## src/rv_exec_pkg.sv

```systemverilog
// RV32I execution subsystem shared definitions
// Data and register index widths, opcode and funct3 encodings,
// ALU operations and the R, I and U views of an instruction word
package rv_exec_pkg;

  localparam int XLEN       = 32;
  localparam int REG_ADDR_W = 5;
  localparam int NUM_REGS   = 1 << REG_ADDR_W;
  localparam int SHAMT_W    = 5;

  // Major opcodes of which only the first four execute
  typedef enum logic [6:0] {
    REGREG  = 7'b0110011,
    IMMED   = 7'b0010011,
    LUI     = 7'b0110111,
    AUIPC   = 7'b0010111,
    LOAD    = 7'b0000011,
    STORE   = 7'b0100011,
    BRANCH  = 7'b1100011,
    JAL     = 7'b1101111,
    JALR    = 7'b1100111,
    SYSTEM  = 7'b1110011,
    MISCMEM = 7'b0001111
  } opcode_t;

  // Shared by the register and immediate forms
  typedef enum logic [2:0] {
    ADDSUB = 3'b000,
    SLL    = 3'b001,
    SLT    = 3'b010,
    SLTU   = 3'b011,
    XOR    = 3'b100,
    SR     = 3'b101,
    OR     = 3'b110,
    AND    = 3'b111
  } funct3_t;

  typedef enum logic [3:0] {
    ALU_ADD  = 4'd0,
    ALU_SUB  = 4'd1,
    ALU_SLL  = 4'd2,
    ALU_SRL  = 4'd3,
    ALU_SRA  = 4'd4,
    ALU_AND  = 4'd5,
    ALU_OR   = 4'd6,
    ALU_XOR  = 4'd7,
    ALU_SLT  = 4'd8,
    ALU_SLTU = 4'd9
  } alu_op_t;

  typedef struct packed {
    logic [6:0]            funct7;
    logic [REG_ADDR_W-1:0] rs2;
    logic [REG_ADDR_W-1:0] rs1;
    funct3_t               funct3;
    logic [REG_ADDR_W-1:0] rd;
    opcode_t               opcode;
  } rtype_t;

  typedef struct packed {
    logic [11:0]           imm11_00;
    logic [REG_ADDR_W-1:0] rs1;
    funct3_t               funct3;
    logic [REG_ADDR_W-1:0] rd;
    opcode_t               opcode;
  } itype_t;

  typedef struct packed {
    logic [19:0]           imm31_12;
    logic [REG_ADDR_W-1:0] rd;
    opcode_t               opcode;
  } utype_t;

  // One instruction word, three ways to read it
  typedef union packed {
    rtype_t r;
    itype_t i;
    utype_t u;
  } instr_u;

endpackage

```

## src/control_unit.sv

```systemverilog
// Instruction decoder
// Cracks an RV32I word into register indices, immediate, operand
// selects and ALU operation. Only register, immediate, LUI and AUIPC
// forms execute; everything else is flagged illegal.
module control_unit
  import rv_exec_pkg::*;
(
  input  logic [XLEN-1:0]       instr_i,
  output logic [REG_ADDR_W-1:0] rs1_o,
  output logic [REG_ADDR_W-1:0] rs2_o,
  output logic [REG_ADDR_W-1:0] rd_o,
  output logic [XLEN-1:0]       imm_o,
  output logic                  a_sel_o,
  output logic                  b_sel_o,
  output logic                  zero_a_o,
  output alu_op_t               alu_op_o,
  output logic                  wen_o,
  output logic                  illegal_o
);

  instr_u  word;
  opcode_t opcode;
  funct3_t funct3;

  assign word   = instr_u'(instr_i);
  assign opcode = word.r.opcode;
  assign funct3 = word.r.funct3;

  assign rs1_o = word.r.rs1;
  assign rs2_o = word.r.rs2;
  assign rd_o  = word.r.rd;

  // I-type sign extended, U-type placed in the upper bits
  always_comb begin
    case (opcode)
      LUI, AUIPC: imm_o = {word.u.imm31_12, 12'b0};
      default:    imm_o = {{(XLEN-12){word.i.imm11_00[11]}}, word.i.imm11_00};
    endcase
  end

  // Operand A is the pc for AUIPC and zero for LUI
  assign a_sel_o  = (opcode == AUIPC);
  assign zero_a_o = (opcode == LUI);
  assign b_sel_o  = (opcode == IMMED) || (opcode == LUI) || (opcode == AUIPC);

  always_comb begin
    alu_op_o = ALU_ADD;
    if (opcode == REGREG || opcode == IMMED) begin
      case (funct3)
        ADDSUB: alu_op_o = (opcode == REGREG && instr_i[30]) ? ALU_SUB : ALU_ADD;
        SLL:    alu_op_o = ALU_SLL;
        SLT:    alu_op_o = ALU_SLT;
        SLTU:   alu_op_o = ALU_SLTU;
        XOR:    alu_op_o = ALU_XOR;
        // Bit 30 picks arithmetic shift in both forms
        SR:     alu_op_o = instr_i[30] ? ALU_SRA : ALU_SRL;
        OR:     alu_op_o = ALU_OR;
        AND:    alu_op_o = ALU_AND;
        default: alu_op_o = ALU_ADD;
      endcase
    end
  end

  // Register write for the executed classes
  always_comb begin
    case (opcode)
      REGREG:            wen_o = ~word.r.funct7[0];
      IMMED, LUI, AUIPC: wen_o = 1'b1;
      default:           wen_o = 1'b0;
    endcase
  end

  // M extension and every non-executed opcode
  always_comb begin
    case (opcode)
      REGREG:            illegal_o = word.r.funct7[0];
      IMMED, LUI, AUIPC: illegal_o = 1'b0;
      default:           illegal_o = 1'b1;
    endcase
  end

endmodule

```

## src/rv32i_reg_file.sv

```systemverilog
// Integer register file
// 32 x 32 bits, two combinational read ports and one write port,
// x0 always reads zero
module rv32i_reg_file
  import rv_exec_pkg::*;
(
  input  logic                  clk_i,
  input  logic                  rst_n_i,
  input  logic [REG_ADDR_W-1:0] raddr1_i,
  input  logic [REG_ADDR_W-1:0] raddr2_i,
  output logic [XLEN-1:0]       rdata1_o,
  output logic [XLEN-1:0]       rdata2_o,
  input  logic                  we_i,
  input  logic [REG_ADDR_W-1:0] waddr_i,
  input  logic [XLEN-1:0]       wdata_i
);

  logic [XLEN-1:0] regs [NUM_REGS];

  always_ff @(posedge clk_i) begin
    if (!rst_n_i) begin
      for (int i = 0; i < NUM_REGS; i++) begin
        regs[i] <= '0;
      end
    end else if (we_i && waddr_i != '0) begin
      regs[waddr_i] <= wdata_i;
    end
  end

  // Reads return the old value during a same-cycle write
  assign rdata1_o = (raddr1_i == '0) ? '0 : regs[raddr1_i];
  assign rdata2_o = (raddr2_i == '0) ? '0 : regs[raddr2_i];

endmodule

```

## src/alu.sv

```systemverilog
// Integer ALU
// Combinational RV32I arithmetic, logic, shift and compare
module alu
  import rv_exec_pkg::*;
(
  input  logic [XLEN-1:0] a_i,
  input  logic [XLEN-1:0] b_i,
  input  alu_op_t         op_i,
  output logic [XLEN-1:0] result_o
);

  logic [SHAMT_W-1:0] shamt;
  logic               lt_signed;
  logic               lt_unsigned;

  assign shamt       = b_i[SHAMT_W-1:0];
  assign lt_signed   = $signed(a_i) < $signed(b_i);
  assign lt_unsigned = a_i < b_i;

  always_comb begin
    case (op_i)
      ALU_ADD:  result_o = a_i + b_i;
      ALU_SUB:  result_o = a_i - b_i;
      ALU_SLL:  result_o = a_i << shamt;
      ALU_SRL:  result_o = a_i >> shamt;
      ALU_SRA:  result_o = $unsigned($signed(a_i) >>> shamt);
      ALU_AND:  result_o = a_i & b_i;
      ALU_OR:   result_o = a_i | b_i;
      ALU_XOR:  result_o = a_i ^ b_i;
      // Compares give 0 or 1
      ALU_SLT:  result_o = {{(XLEN-1){1'b0}}, lt_signed};
      ALU_SLTU: result_o = {{(XLEN-1){1'b0}}, lt_unsigned};
      default:  result_o = '0;
    endcase
  end

endmodule

```

## src/issue_stage.sv

```systemverilog
// Issue stage
// Accepts decoded instructions, reads operands with forwarding from
// stage 1 and stage 2, selects ALU inputs and holds them for one cycle
module issue_stage
  import rv_exec_pkg::*;
(
  input  logic                  clk_i,
  input  logic                  rst_n_i,
  input  logic                  in_valid_i,
  output logic                  in_ready_o,
  input  logic [XLEN-1:0]       pc_i,
  input  logic [REG_ADDR_W-1:0] rs1_i,
  input  logic [REG_ADDR_W-1:0] rs2_i,
  input  logic [REG_ADDR_W-1:0] rd_i,
  input  logic [XLEN-1:0]       imm_i,
  input  logic                  a_sel_i,
  input  logic                  b_sel_i,
  input  logic                  zero_a_i,
  input  alu_op_t               alu_op_i,
  input  logic                  wen_i,
  input  logic                  illegal_i,
  output logic [REG_ADDR_W-1:0] rf_raddr1_o,
  output logic [REG_ADDR_W-1:0] rf_raddr2_o,
  input  logic [XLEN-1:0]       rf_rdata1_i,
  input  logic [XLEN-1:0]       rf_rdata2_i,
  input  logic [XLEN-1:0]       s1_result_i,
  input  logic [REG_ADDR_W-1:0] s2_rd_i,
  input  logic                  s2_wen_i,
  input  logic [XLEN-1:0]       s2_data_i,
  input  logic                  s2_valid_i,
  input  logic                  s2_ready_i,
  output logic                  s1_valid_o,
  output logic [XLEN-1:0]       op_a_o,
  output logic [XLEN-1:0]       op_b_o,
  output alu_op_t               alu_op_o,
  output logic [REG_ADDR_W-1:0] rd_o,
  output logic                  wen_o,
  output logic                  illegal_o,
  output logic [XLEN-1:0]       pc_o
);

  logic            s1_fwd_ok;
  logic            s2_fwd_ok;
  logic [XLEN-1:0] rs1_val;
  logic [XLEN-1:0] rs2_val;
  logic [XLEN-1:0] op_a_next;
  logic [XLEN-1:0] op_b_next;
  logic            accept;

  // Newest pending write wins and x0 never forwards
  function automatic logic [XLEN-1:0] forward(
    input logic [REG_ADDR_W-1:0] rs,
    input logic [XLEN-1:0]       rf_val,
    input logic                  s1_ok,
    input logic [REG_ADDR_W-1:0] s1_rd,
    input logic [XLEN-1:0]       s1_val,
    input logic                  s2_ok,
    input logic [REG_ADDR_W-1:0] s2_rd,
    input logic [XLEN-1:0]       s2_val
  );
    if (rs != '0 && s1_ok && rs == s1_rd) begin
      return s1_val;
    end else if (rs != '0 && s2_ok && rs == s2_rd) begin
      return s2_val;
    end
    return rf_val;
  endfunction

  assign rf_raddr1_o = rs1_i;
  assign rf_raddr2_o = rs2_i;

  assign s1_fwd_ok = s1_valid_o && wen_o;
  assign s2_fwd_ok = s2_valid_i && s2_wen_i;

  assign rs1_val = forward(rs1_i, rf_rdata1_i, s1_fwd_ok, rd_o, s1_result_i,
                           s2_fwd_ok, s2_rd_i, s2_data_i);
  assign rs2_val = forward(rs2_i, rf_rdata2_i, s1_fwd_ok, rd_o, s1_result_i,
                           s2_fwd_ok, s2_rd_i, s2_data_i);

  assign op_a_next = zero_a_i ? '0 : (a_sel_i ? pc_i : rs1_val);
  assign op_b_next = b_sel_i ? imm_i : rs2_val;

  // Free slot or the held item moves on this edge
  assign in_ready_o = !s1_valid_o || s2_ready_i;
  assign accept     = in_valid_i && in_ready_o;

  always_ff @(posedge clk_i) begin
    if (!rst_n_i) begin
      s1_valid_o <= 1'b0;
    end else if (in_ready_o) begin
      s1_valid_o <= in_valid_i;
    end
  end

  always_ff @(posedge clk_i) begin
    if (accept) begin
      op_a_o    <= op_a_next;
      op_b_o    <= op_b_next;
      alu_op_o  <= alu_op_i;
      rd_o      <= rd_i;
      wen_o     <= wen_i;
      illegal_o <= illegal_i;
      pc_o      <= pc_i;
    end
  end

  property p_s1_hold;
    @(posedge clk_i) disable iff (!rst_n_i)
      (s1_valid_o && !s2_ready_i) |=> (s1_valid_o && $stable(op_a_o) && $stable(op_b_o)
        && $stable(alu_op_o) && $stable(rd_o) && $stable(wen_o) && $stable(illegal_o)
        && $stable(pc_o));
  endproperty

  a_s1_hold: assert property (p_s1_hold)
    else $error("issue_stage: stage-1 contents changed while stalled");

endmodule

```

## src/writeback_stage.sv

```systemverilog
// Writeback stage
// Holds one result, offers it on the output stream and commits it to
// the register file on the edge that the output is accepted
module writeback_stage
  import rv_exec_pkg::*;
(
  input  logic                  clk_i,
  input  logic                  rst_n_i,
  input  logic                  s1_valid_i,
  output logic                  s2_ready_o,
  input  logic [XLEN-1:0]       result_i,
  input  logic [REG_ADDR_W-1:0] rd_i,
  input  logic                  wen_i,
  input  logic                  illegal_i,
  input  logic [XLEN-1:0]       pc_i,
  output logic                  out_valid_o,
  input  logic                  out_ready_i,
  output logic [REG_ADDR_W-1:0] out_rd_o,
  output logic [XLEN-1:0]       out_data_o,
  output logic [XLEN-1:0]       out_pc_o,
  output logic                  out_illegal_o,
  output logic                  rf_we_o,
  output logic [REG_ADDR_W-1:0] rf_waddr_o,
  output logic [XLEN-1:0]       rf_wdata_o,
  output logic [REG_ADDR_W-1:0] s2_rd_o,
  output logic                  s2_wen_o,
  output logic [XLEN-1:0]       s2_data_o
);

  logic wen_q;

  assign s2_ready_o = !out_valid_o || out_ready_i;

  always_ff @(posedge clk_i) begin
    if (!rst_n_i) begin
      out_valid_o <= 1'b0;
    end else if (s2_ready_o) begin
      out_valid_o <= s1_valid_i;
    end
  end

  // Illegal instructions report zero and never write
  always_ff @(posedge clk_i) begin
    if (s1_valid_i && s2_ready_o) begin
      out_rd_o      <= rd_i;
      out_data_o    <= illegal_i ? '0 : result_i;
      out_pc_o      <= pc_i;
      out_illegal_o <= illegal_i;
      wen_q         <= wen_i && !illegal_i;
    end
  end

  assign rf_we_o    = out_valid_o && out_ready_i && wen_q;
  assign rf_waddr_o = out_rd_o;
  assign rf_wdata_o = out_data_o;

  assign s2_rd_o   = out_rd_o;
  assign s2_wen_o  = wen_q;
  assign s2_data_o = out_data_o;

  property p_out_hold;
    @(posedge clk_i) disable iff (!rst_n_i)
      (out_valid_o && !out_ready_i) |=> (out_valid_o && $stable(out_data_o)
        && $stable(out_rd_o) && $stable(out_pc_o) && $stable(out_illegal_o));
  endproperty

  a_out_hold: assert property (p_out_hold)
    else $error("writeback_stage: output dropped or changed before acceptance");

endmodule

```

## src/rv_exec_top.sv

```systemverilog
// RV32I execution subsystem
// Decoder, issue stage, ALU, writeback stage and register file in a
// two-stage valid/ready pipeline
module rv_exec_top
  import rv_exec_pkg::*;
(
  input  logic                  clk_i,
  input  logic                  rst_n_i,
  input  logic                  in_valid_i,
  output logic                  in_ready_o,
  input  logic [XLEN-1:0]       in_instr_i,
  input  logic [XLEN-1:0]       in_pc_i,
  output logic                  out_valid_o,
  input  logic                  out_ready_i,
  output logic [REG_ADDR_W-1:0] out_rd_o,
  output logic [XLEN-1:0]       out_data_o,
  output logic [XLEN-1:0]       out_pc_o,
  output logic                  out_illegal_o
);

  // Decoded fields
  logic [REG_ADDR_W-1:0] dec_rs1;
  logic [REG_ADDR_W-1:0] dec_rs2;
  logic [REG_ADDR_W-1:0] dec_rd;
  logic [XLEN-1:0]       dec_imm;
  logic                  dec_a_sel;
  logic                  dec_b_sel;
  logic                  dec_zero_a;
  alu_op_t               dec_alu_op;
  logic                  dec_wen;
  logic                  dec_illegal;

  // Register file ports
  logic [REG_ADDR_W-1:0] rf_raddr1;
  logic [REG_ADDR_W-1:0] rf_raddr2;
  logic [XLEN-1:0]       rf_rdata1;
  logic [XLEN-1:0]       rf_rdata2;
  logic                  rf_we;
  logic [REG_ADDR_W-1:0] rf_waddr;
  logic [XLEN-1:0]       rf_wdata;

  // Stage 1 contents and stage 2 feedback
  logic                  s1_valid;
  logic [XLEN-1:0]       s1_op_a;
  logic [XLEN-1:0]       s1_op_b;
  alu_op_t               s1_alu_op;
  logic [REG_ADDR_W-1:0] s1_rd;
  logic                  s1_wen;
  logic                  s1_illegal;
  logic [XLEN-1:0]       s1_pc;
  logic [XLEN-1:0]       alu_result;
  logic                  s2_ready;
  logic [REG_ADDR_W-1:0] s2_rd;
  logic                  s2_wen;
  logic [XLEN-1:0]       s2_data;

  control_unit i_control_unit (
    .instr_i(in_instr_i), .rs1_o(dec_rs1), .rs2_o(dec_rs2), .rd_o(dec_rd),
    .imm_o(dec_imm), .a_sel_o(dec_a_sel), .b_sel_o(dec_b_sel), .zero_a_o(dec_zero_a),
    .alu_op_o(dec_alu_op), .wen_o(dec_wen), .illegal_o(dec_illegal)
  );

  issue_stage i_issue_stage (
    .clk_i(clk_i), .rst_n_i(rst_n_i), .in_valid_i(in_valid_i), .in_ready_o(in_ready_o),
    .pc_i(in_pc_i), .rs1_i(dec_rs1), .rs2_i(dec_rs2), .rd_i(dec_rd), .imm_i(dec_imm),
    .a_sel_i(dec_a_sel), .b_sel_i(dec_b_sel), .zero_a_i(dec_zero_a),
    .alu_op_i(dec_alu_op), .wen_i(dec_wen), .illegal_i(dec_illegal),
    .rf_raddr1_o(rf_raddr1), .rf_raddr2_o(rf_raddr2),
    .rf_rdata1_i(rf_rdata1), .rf_rdata2_i(rf_rdata2), .s1_result_i(alu_result),
    .s2_rd_i(s2_rd), .s2_wen_i(s2_wen), .s2_data_i(s2_data),
    .s2_valid_i(out_valid_o), .s2_ready_i(s2_ready),
    .s1_valid_o(s1_valid), .op_a_o(s1_op_a), .op_b_o(s1_op_b), .alu_op_o(s1_alu_op),
    .rd_o(s1_rd), .wen_o(s1_wen), .illegal_o(s1_illegal), .pc_o(s1_pc)
  );

  alu i_alu (
    .a_i(s1_op_a), .b_i(s1_op_b), .op_i(s1_alu_op), .result_o(alu_result)
  );

  writeback_stage i_writeback_stage (
    .clk_i(clk_i), .rst_n_i(rst_n_i), .s1_valid_i(s1_valid), .s2_ready_o(s2_ready),
    .result_i(alu_result), .rd_i(s1_rd), .wen_i(s1_wen), .illegal_i(s1_illegal),
    .pc_i(s1_pc), .out_valid_o(out_valid_o), .out_ready_i(out_ready_i),
    .out_rd_o(out_rd_o), .out_data_o(out_data_o), .out_pc_o(out_pc_o),
    .out_illegal_o(out_illegal_o), .rf_we_o(rf_we), .rf_waddr_o(rf_waddr),
    .rf_wdata_o(rf_wdata), .s2_rd_o(s2_rd), .s2_wen_o(s2_wen), .s2_data_o(s2_data)
  );

  rv32i_reg_file i_rv32i_reg_file (
    .clk_i(clk_i), .rst_n_i(rst_n_i), .raddr1_i(rf_raddr1), .raddr2_i(rf_raddr2),
    .rdata1_o(rf_rdata1), .rdata2_o(rf_rdata2), .we_i(rf_we), .waddr_i(rf_waddr),
    .wdata_i(rf_wdata)
  );

endmodule

```

## config.mk

```make
export PLATFORM = sky130hd
export DESIGN_NAME = rv_exec_top
export DESIGN_NICKNAME = d
export VERILOG_FILES = /design/src/rv_exec_pkg.sv /design/src/control_unit.sv /design/src/rv32i_reg_file.sv /design/src/alu.sv /design/src/issue_stage.sv /design/src/writeback_stage.sv /design/src/rv_exec_top.sv
export SDC_FILE = /design/constraint.sdc
export NUM_CORES = 2
export LEC_CHECK = 0
export ABC_CLOCK_PERIOD_IN_PS = 13300
export BUFFER_PORTS_ARGS = -buffer_cell sky130_fd_sc_hd__clkbuf_2
export CAP_MARGIN = 30
export CORE_MARGIN = 5
export CORE_UTILIZATION = 45
export DETAILED_ROUTE_END_ITERATION = 10
export SLEW_MARGIN = 40
export SYNTH_ARGS = -nofsm -noshare
export SYNTH_HDL_FRONTEND = slang
export SYNTH_HIERARCHICAL = 1
export SYNTH_SLANG_ARGS = --single-unit
```

## constraint.sdc

```tcl
create_clock -name clk_i -period 13.3 [get_ports clk_i]
set_input_delay 1.33 -clock clk_i [delete_from_list [all_inputs] [get_ports clk_i]]
set_output_delay 1.33 -clock clk_i [all_outputs]
set_load 0.005 [all_outputs]
```

==> summary.md <==
| Metric | Value |
|---|---|
| Register area share after synthesis | `around 51%` |
| Initial Utilization | `a little under half` |
| Crit path launch | `i_issue_stage/op_b_o[4]` |
| DRT iter0 DRCs | `8858` |
| Routed WL per cell | `37.0 µm` |
| #FFs+latches synth | `1204` |
| Critical Path Sink Type | `flop` |
| Chip Height | `409 µm` |
| Die width | `409 µm` |
| CTS-repair resized insts | `0` |
| Final number of setup-violating endpoints | `0` |
| Synthesis-to-finish area growth | `9.50%` |
| Initial antenna violation count | `19` |
| Adder-cell share of the synthesized area | `1.77%` |
| Post-CTS Setup Bufs | `0` |
| H-tree Lvls | `4` |
| R2R Path End | `i_issue_stage/op_b_o[29]` |
| Mapped cell area | `a little over 70000 µm²` |
| Cell row count | `~150` |
| R2R cell count | `14` |
| Share of layout cells above drive strength 1 | `21.9%` |
| CTS Sinks | `around 1.2k` |
| Vias in the first global route | `48.9k` |
| Total Wirelength | `277 mm` |
| Xor/xnor share of the synthesized area | `0.331%` |
| Number of synthesized flops with an enable pin | `about 1.2k` |
| Input/output buffers | `139` |
| CTS tree | `built` |
| Max Cap Viol | `0` |
| Total gr overflow | `0` |
| Worst r2r src | `i_issue_stage/op_b_o[4]` |
| Unrepaired setup endpoints after global routing | `no` |
| Status | `finished clean` |
| CTS Buf Count | `136` |
| Synth Area in Simple Gates | `around 13%` |
| Clk slew on worst S/H paths | `0.06 ns` |
| Mux contribution to synthesized area | `20.4%` |
| CP max FO | `55` |
| Drt via density | `6.86` |
| Max Root-Sink Buffers | `3` |
| Synth cell types | `95` |
| Main synth FF type | `edfxtp_1` |
| Complex-gate fraction of the synthesized area | `8.78%` |
| Hold buffers post-CTS | `0` |
| # nets final | `5466` |
| Gate Count Post-Synth | `5428` |
| Final Non-Filler Cells | `7482` |
| Setup crit start kind | `flop` |
| Die area | `167000 µm²` |
| Largest net degree at the start of global routing | `134` |
| Leakage power | `0.0286 µW` |
| Ys async rst share | `0%` |
| Clock root cell | `clkbuf_16` |
| Tmin final | `5.66 ns` |
| Rel. slew slack | `35.7%` |
| Pre-Repair DR Iteration Count | `9` |
| Mean Syn Cell Area | `13.2 µm²` |
| Via Count | `51.3k` |
| Final Hold Vio Count | `0` |
| Peak Freq | `approximately 0.18 GHz` |
| # IOs | `140` |
| Flop-to-flop setup slack | `7.64 ns` |
| Slew @ Worst Pin | `0.955 ns` |
| RD Place Congestion | `0.987` |
| Max VDD drop | `120 µV` |
| Crit path to | `i_issue_stage/op_b_o[29]` |
| Top-area cell type share of the netlist area | `50.5%` |
| Post-synth top area cell | `edfxtp_1` |
| Post-route ant nets | `0` |
| DRC | `0` |
| Fin crit share | `42.6%` |
| Hpwl dp | `169 mm` |
| WS Path Type | `reg2reg` |
| WP data arrival | `between 6 and 7 ns` |
| Area of the core | `158000 µm²` |
| Synth warn | `6` |
| Global-route wire length before repair | `384 mm` |
| Placed cell count | `7228` |
| Total GRT Usage | `32.3%` |
| Worst path required time | `13.89 ns` |
| Ranking of synthesized cells by area | `edfxtp_1 (50%), mux4_2 (16%), and2_1 (8.8%), mux2i_1 (3.8%), clkbuf_1 (1.9%)` |
| Power Dens Cells | `125 nW/µm²` |
| Main combinational cell family by area after synthesis | `multiplexers` |
| Fin Setup TNS | `0 ns` |
| Clock Latency Late Sink | `0.80 ns` |
| Max Clock Skew | `roughly 0.04 ns` |
| Final Slew Violations | `0` |
| Worst hold path class | `reg2reg` |
[worst min-delay path by stage]
stage	from	endpoint	slack, ns	cells after the start
6_report	i_issue_stage/pc_o[22]	i_writeback_stage/out_pc_o[22]	0.41	0
5_1_grt	i_issue_stage/pc_o[24]	i_writeback_stage/out_pc_o[24]	0.42	0
4_1_cts	i_issue_stage/pc_o[22]	i_writeback_stage/out_pc_o[22]	0.41	0
3_5_place_dp	i_issue_stage/pc_o[12]	i_writeback_stage/out_pc_o[12]	0.40	0
3_3_place_gp	i_issue_stage/pc_o[10]	i_writeback_stage/out_pc_o[10]	0.40	0
2_1_floorplan	i_issue_stage/pc_o[0]	i_writeback_stage/out_pc_o[0]	0.40	0
[layout by cell type, fill, tap and decap left out, types with 95 or more instances in the layout]
cell type / synthesis / layout
o21ai_0: 137 / 105
inv_1: 163 / 161
nand2_1: 133 / 133
and2_1: 1003 / 1000
nor2_1: 185 / 149
clkbuf_16: 0 / 138
a21oi_1: 128 / 128
edfxtp_1: 1202 / 1202
o22ai_1: 95 / 95
mux4_2: 505 / 505
mux2i_1: 268 / 268
buf_4: 149 / 166
ha_1: 98 / 98
clkbuf_2: 0 / 131
[final cells by class]
cell class | instances | area [µm²]
timing repair buffer | 323 | 2310
clock buffer | 162 | 3540
multi-input combinational | 3467 | 32300
inverter | 166 | 623
antenna | 9 | 22.5
fill | 13500 | 79900
clock inverter | 79 | 724
tap | 2072 | 2590
sequential | 1204 | 36100
[report_power, final]
| part | switching [µW] | internal, µW | leakage (µW) | total [µW] |
|---|---|---|---|---|
| clock network | 1630 | 2070 | 0.00205 | 3700 |
| registers | 133 | 4330 | 0.0123 | 4470 |
| logic | 1070 | 589 | 0.0142 | 1660 |
| total | 2830 | 6990 | 0.0286 | 9820 |
[worst max-delay path, stage by stage (launching register included)]
cell       delay, ns
edfxtp_1        0.33
buf_4           0.47
inv_1           0.44
ha_1            0.49
a2111oi_0       0.37
nor3_1          0.13
a21boi_0        0.65
o21ai_0         0.56
a211oi_1        0.65
o31a_1          0.27
o21ai_0         0.14
o221a_1         0.24
o21ai_1         0.32
inv_1           0.09
a222oi_1        0.24
[Yosys cell counts, types with 13 or more instances]
| library cell | count |
|---|---|
| a2111oi_0 | 24 |
| a211oi_1 | 56 |
| a21o_1 | 31 |
| a21oi_1 | 128 |
| a221oi_1 | 19 |
| a222oi_1 | 32 |
| a22o_1 | 56 |
| a22oi_1 | 69 |
| and2_1 | 1003 |
| buf_1 | 21 |
| buf_2 | 68 |
| buf_4 | 149 |
| buf_6 | 24 |
| clkbuf_1 | 360 |
| edfxtp_1 | 1202 |
| ha_1 | 98 |
| inv_1 | 163 |
| mux2_2 | 45 |
| mux2i_1 | 268 |
| mux4_2 | 505 |
| nand2_1 | 133 |
| nand2b_1 | 19 |
| nand3_1 | 26 |
| nand4_1 | 13 |
| nor2_1 | 185 |
| nor2b_1 | 72 |
| nor3_1 | 72 |
| nor4_1 | 15 |
| o2111ai_1 | 13 |
| o211ai_1 | 30 |
| o21ai_0 | 137 |
| o21ai_1 | 31 |
| o21bai_1 | 18 |
| o221ai_1 | 39 |
| o22ai_1 | 95 |
| xnor2_1 | 19 |
[kinds of logic after synthesis]
group,after synthesis
AO/OA/AOI/OAI,889
AND/OR/NAND/NOR,1601
XOR/XNOR,27
multiplexers,818
other,1
flip-flops,1204
adder cells (fa/ha/maj),100
buffers and inverters,788
[metrics by stage]
stage	power (µW)	area [µm²]	worst slack (ns)	util (%)	hold slack, ns
floorplan	5520	71600	8.39	-	0.400
global placement	6110	73700	7.36	46.6	0.400
detailed placement	6130	73900	7.63	46.7	0.405
CTS	9790	78200	8.02	49.4	0.408
global route	10100	78300	7.53	49.5	0.422
finish	9820	78300	7.64	49.5	0.414
[registers in the layout (all words and copies together) (netlist names)]
signal / count
i_rv32i_reg_file/regs: 1024
i_issue_stage/op_a_o: 32
i_issue_stage/op_b_o: 32
i_issue_stage/pc_o: 32
i_writeback_stage/out_data_o: 32
i_writeback_stage/out_pc_o: 32
i_issue_stage/rd_o: 5
i_writeback_stage/out_rd_o: 5
i_issue_stage/alu_op_o: 4
i_issue_stage/illegal_o: 1
i_issue_stage/s1_valid_o: 1
i_issue_stage/wen_o: 1
i_writeback_stage/out_illegal_o: 1
i_writeback_stage/out_valid_o: 1
i_writeback_stage/s2_wen_o: 1
[layer usage]
metal,up-vias,GRT usage [%],wire [µm]
met5,-,0.431,114
li1,20400,-,-
met3,686,9.99,38300
met4,6,16.1,16500
met2,4141,45.4,115000
met1,26100,45.5,107000
Power figures use the tool's default switching activity.
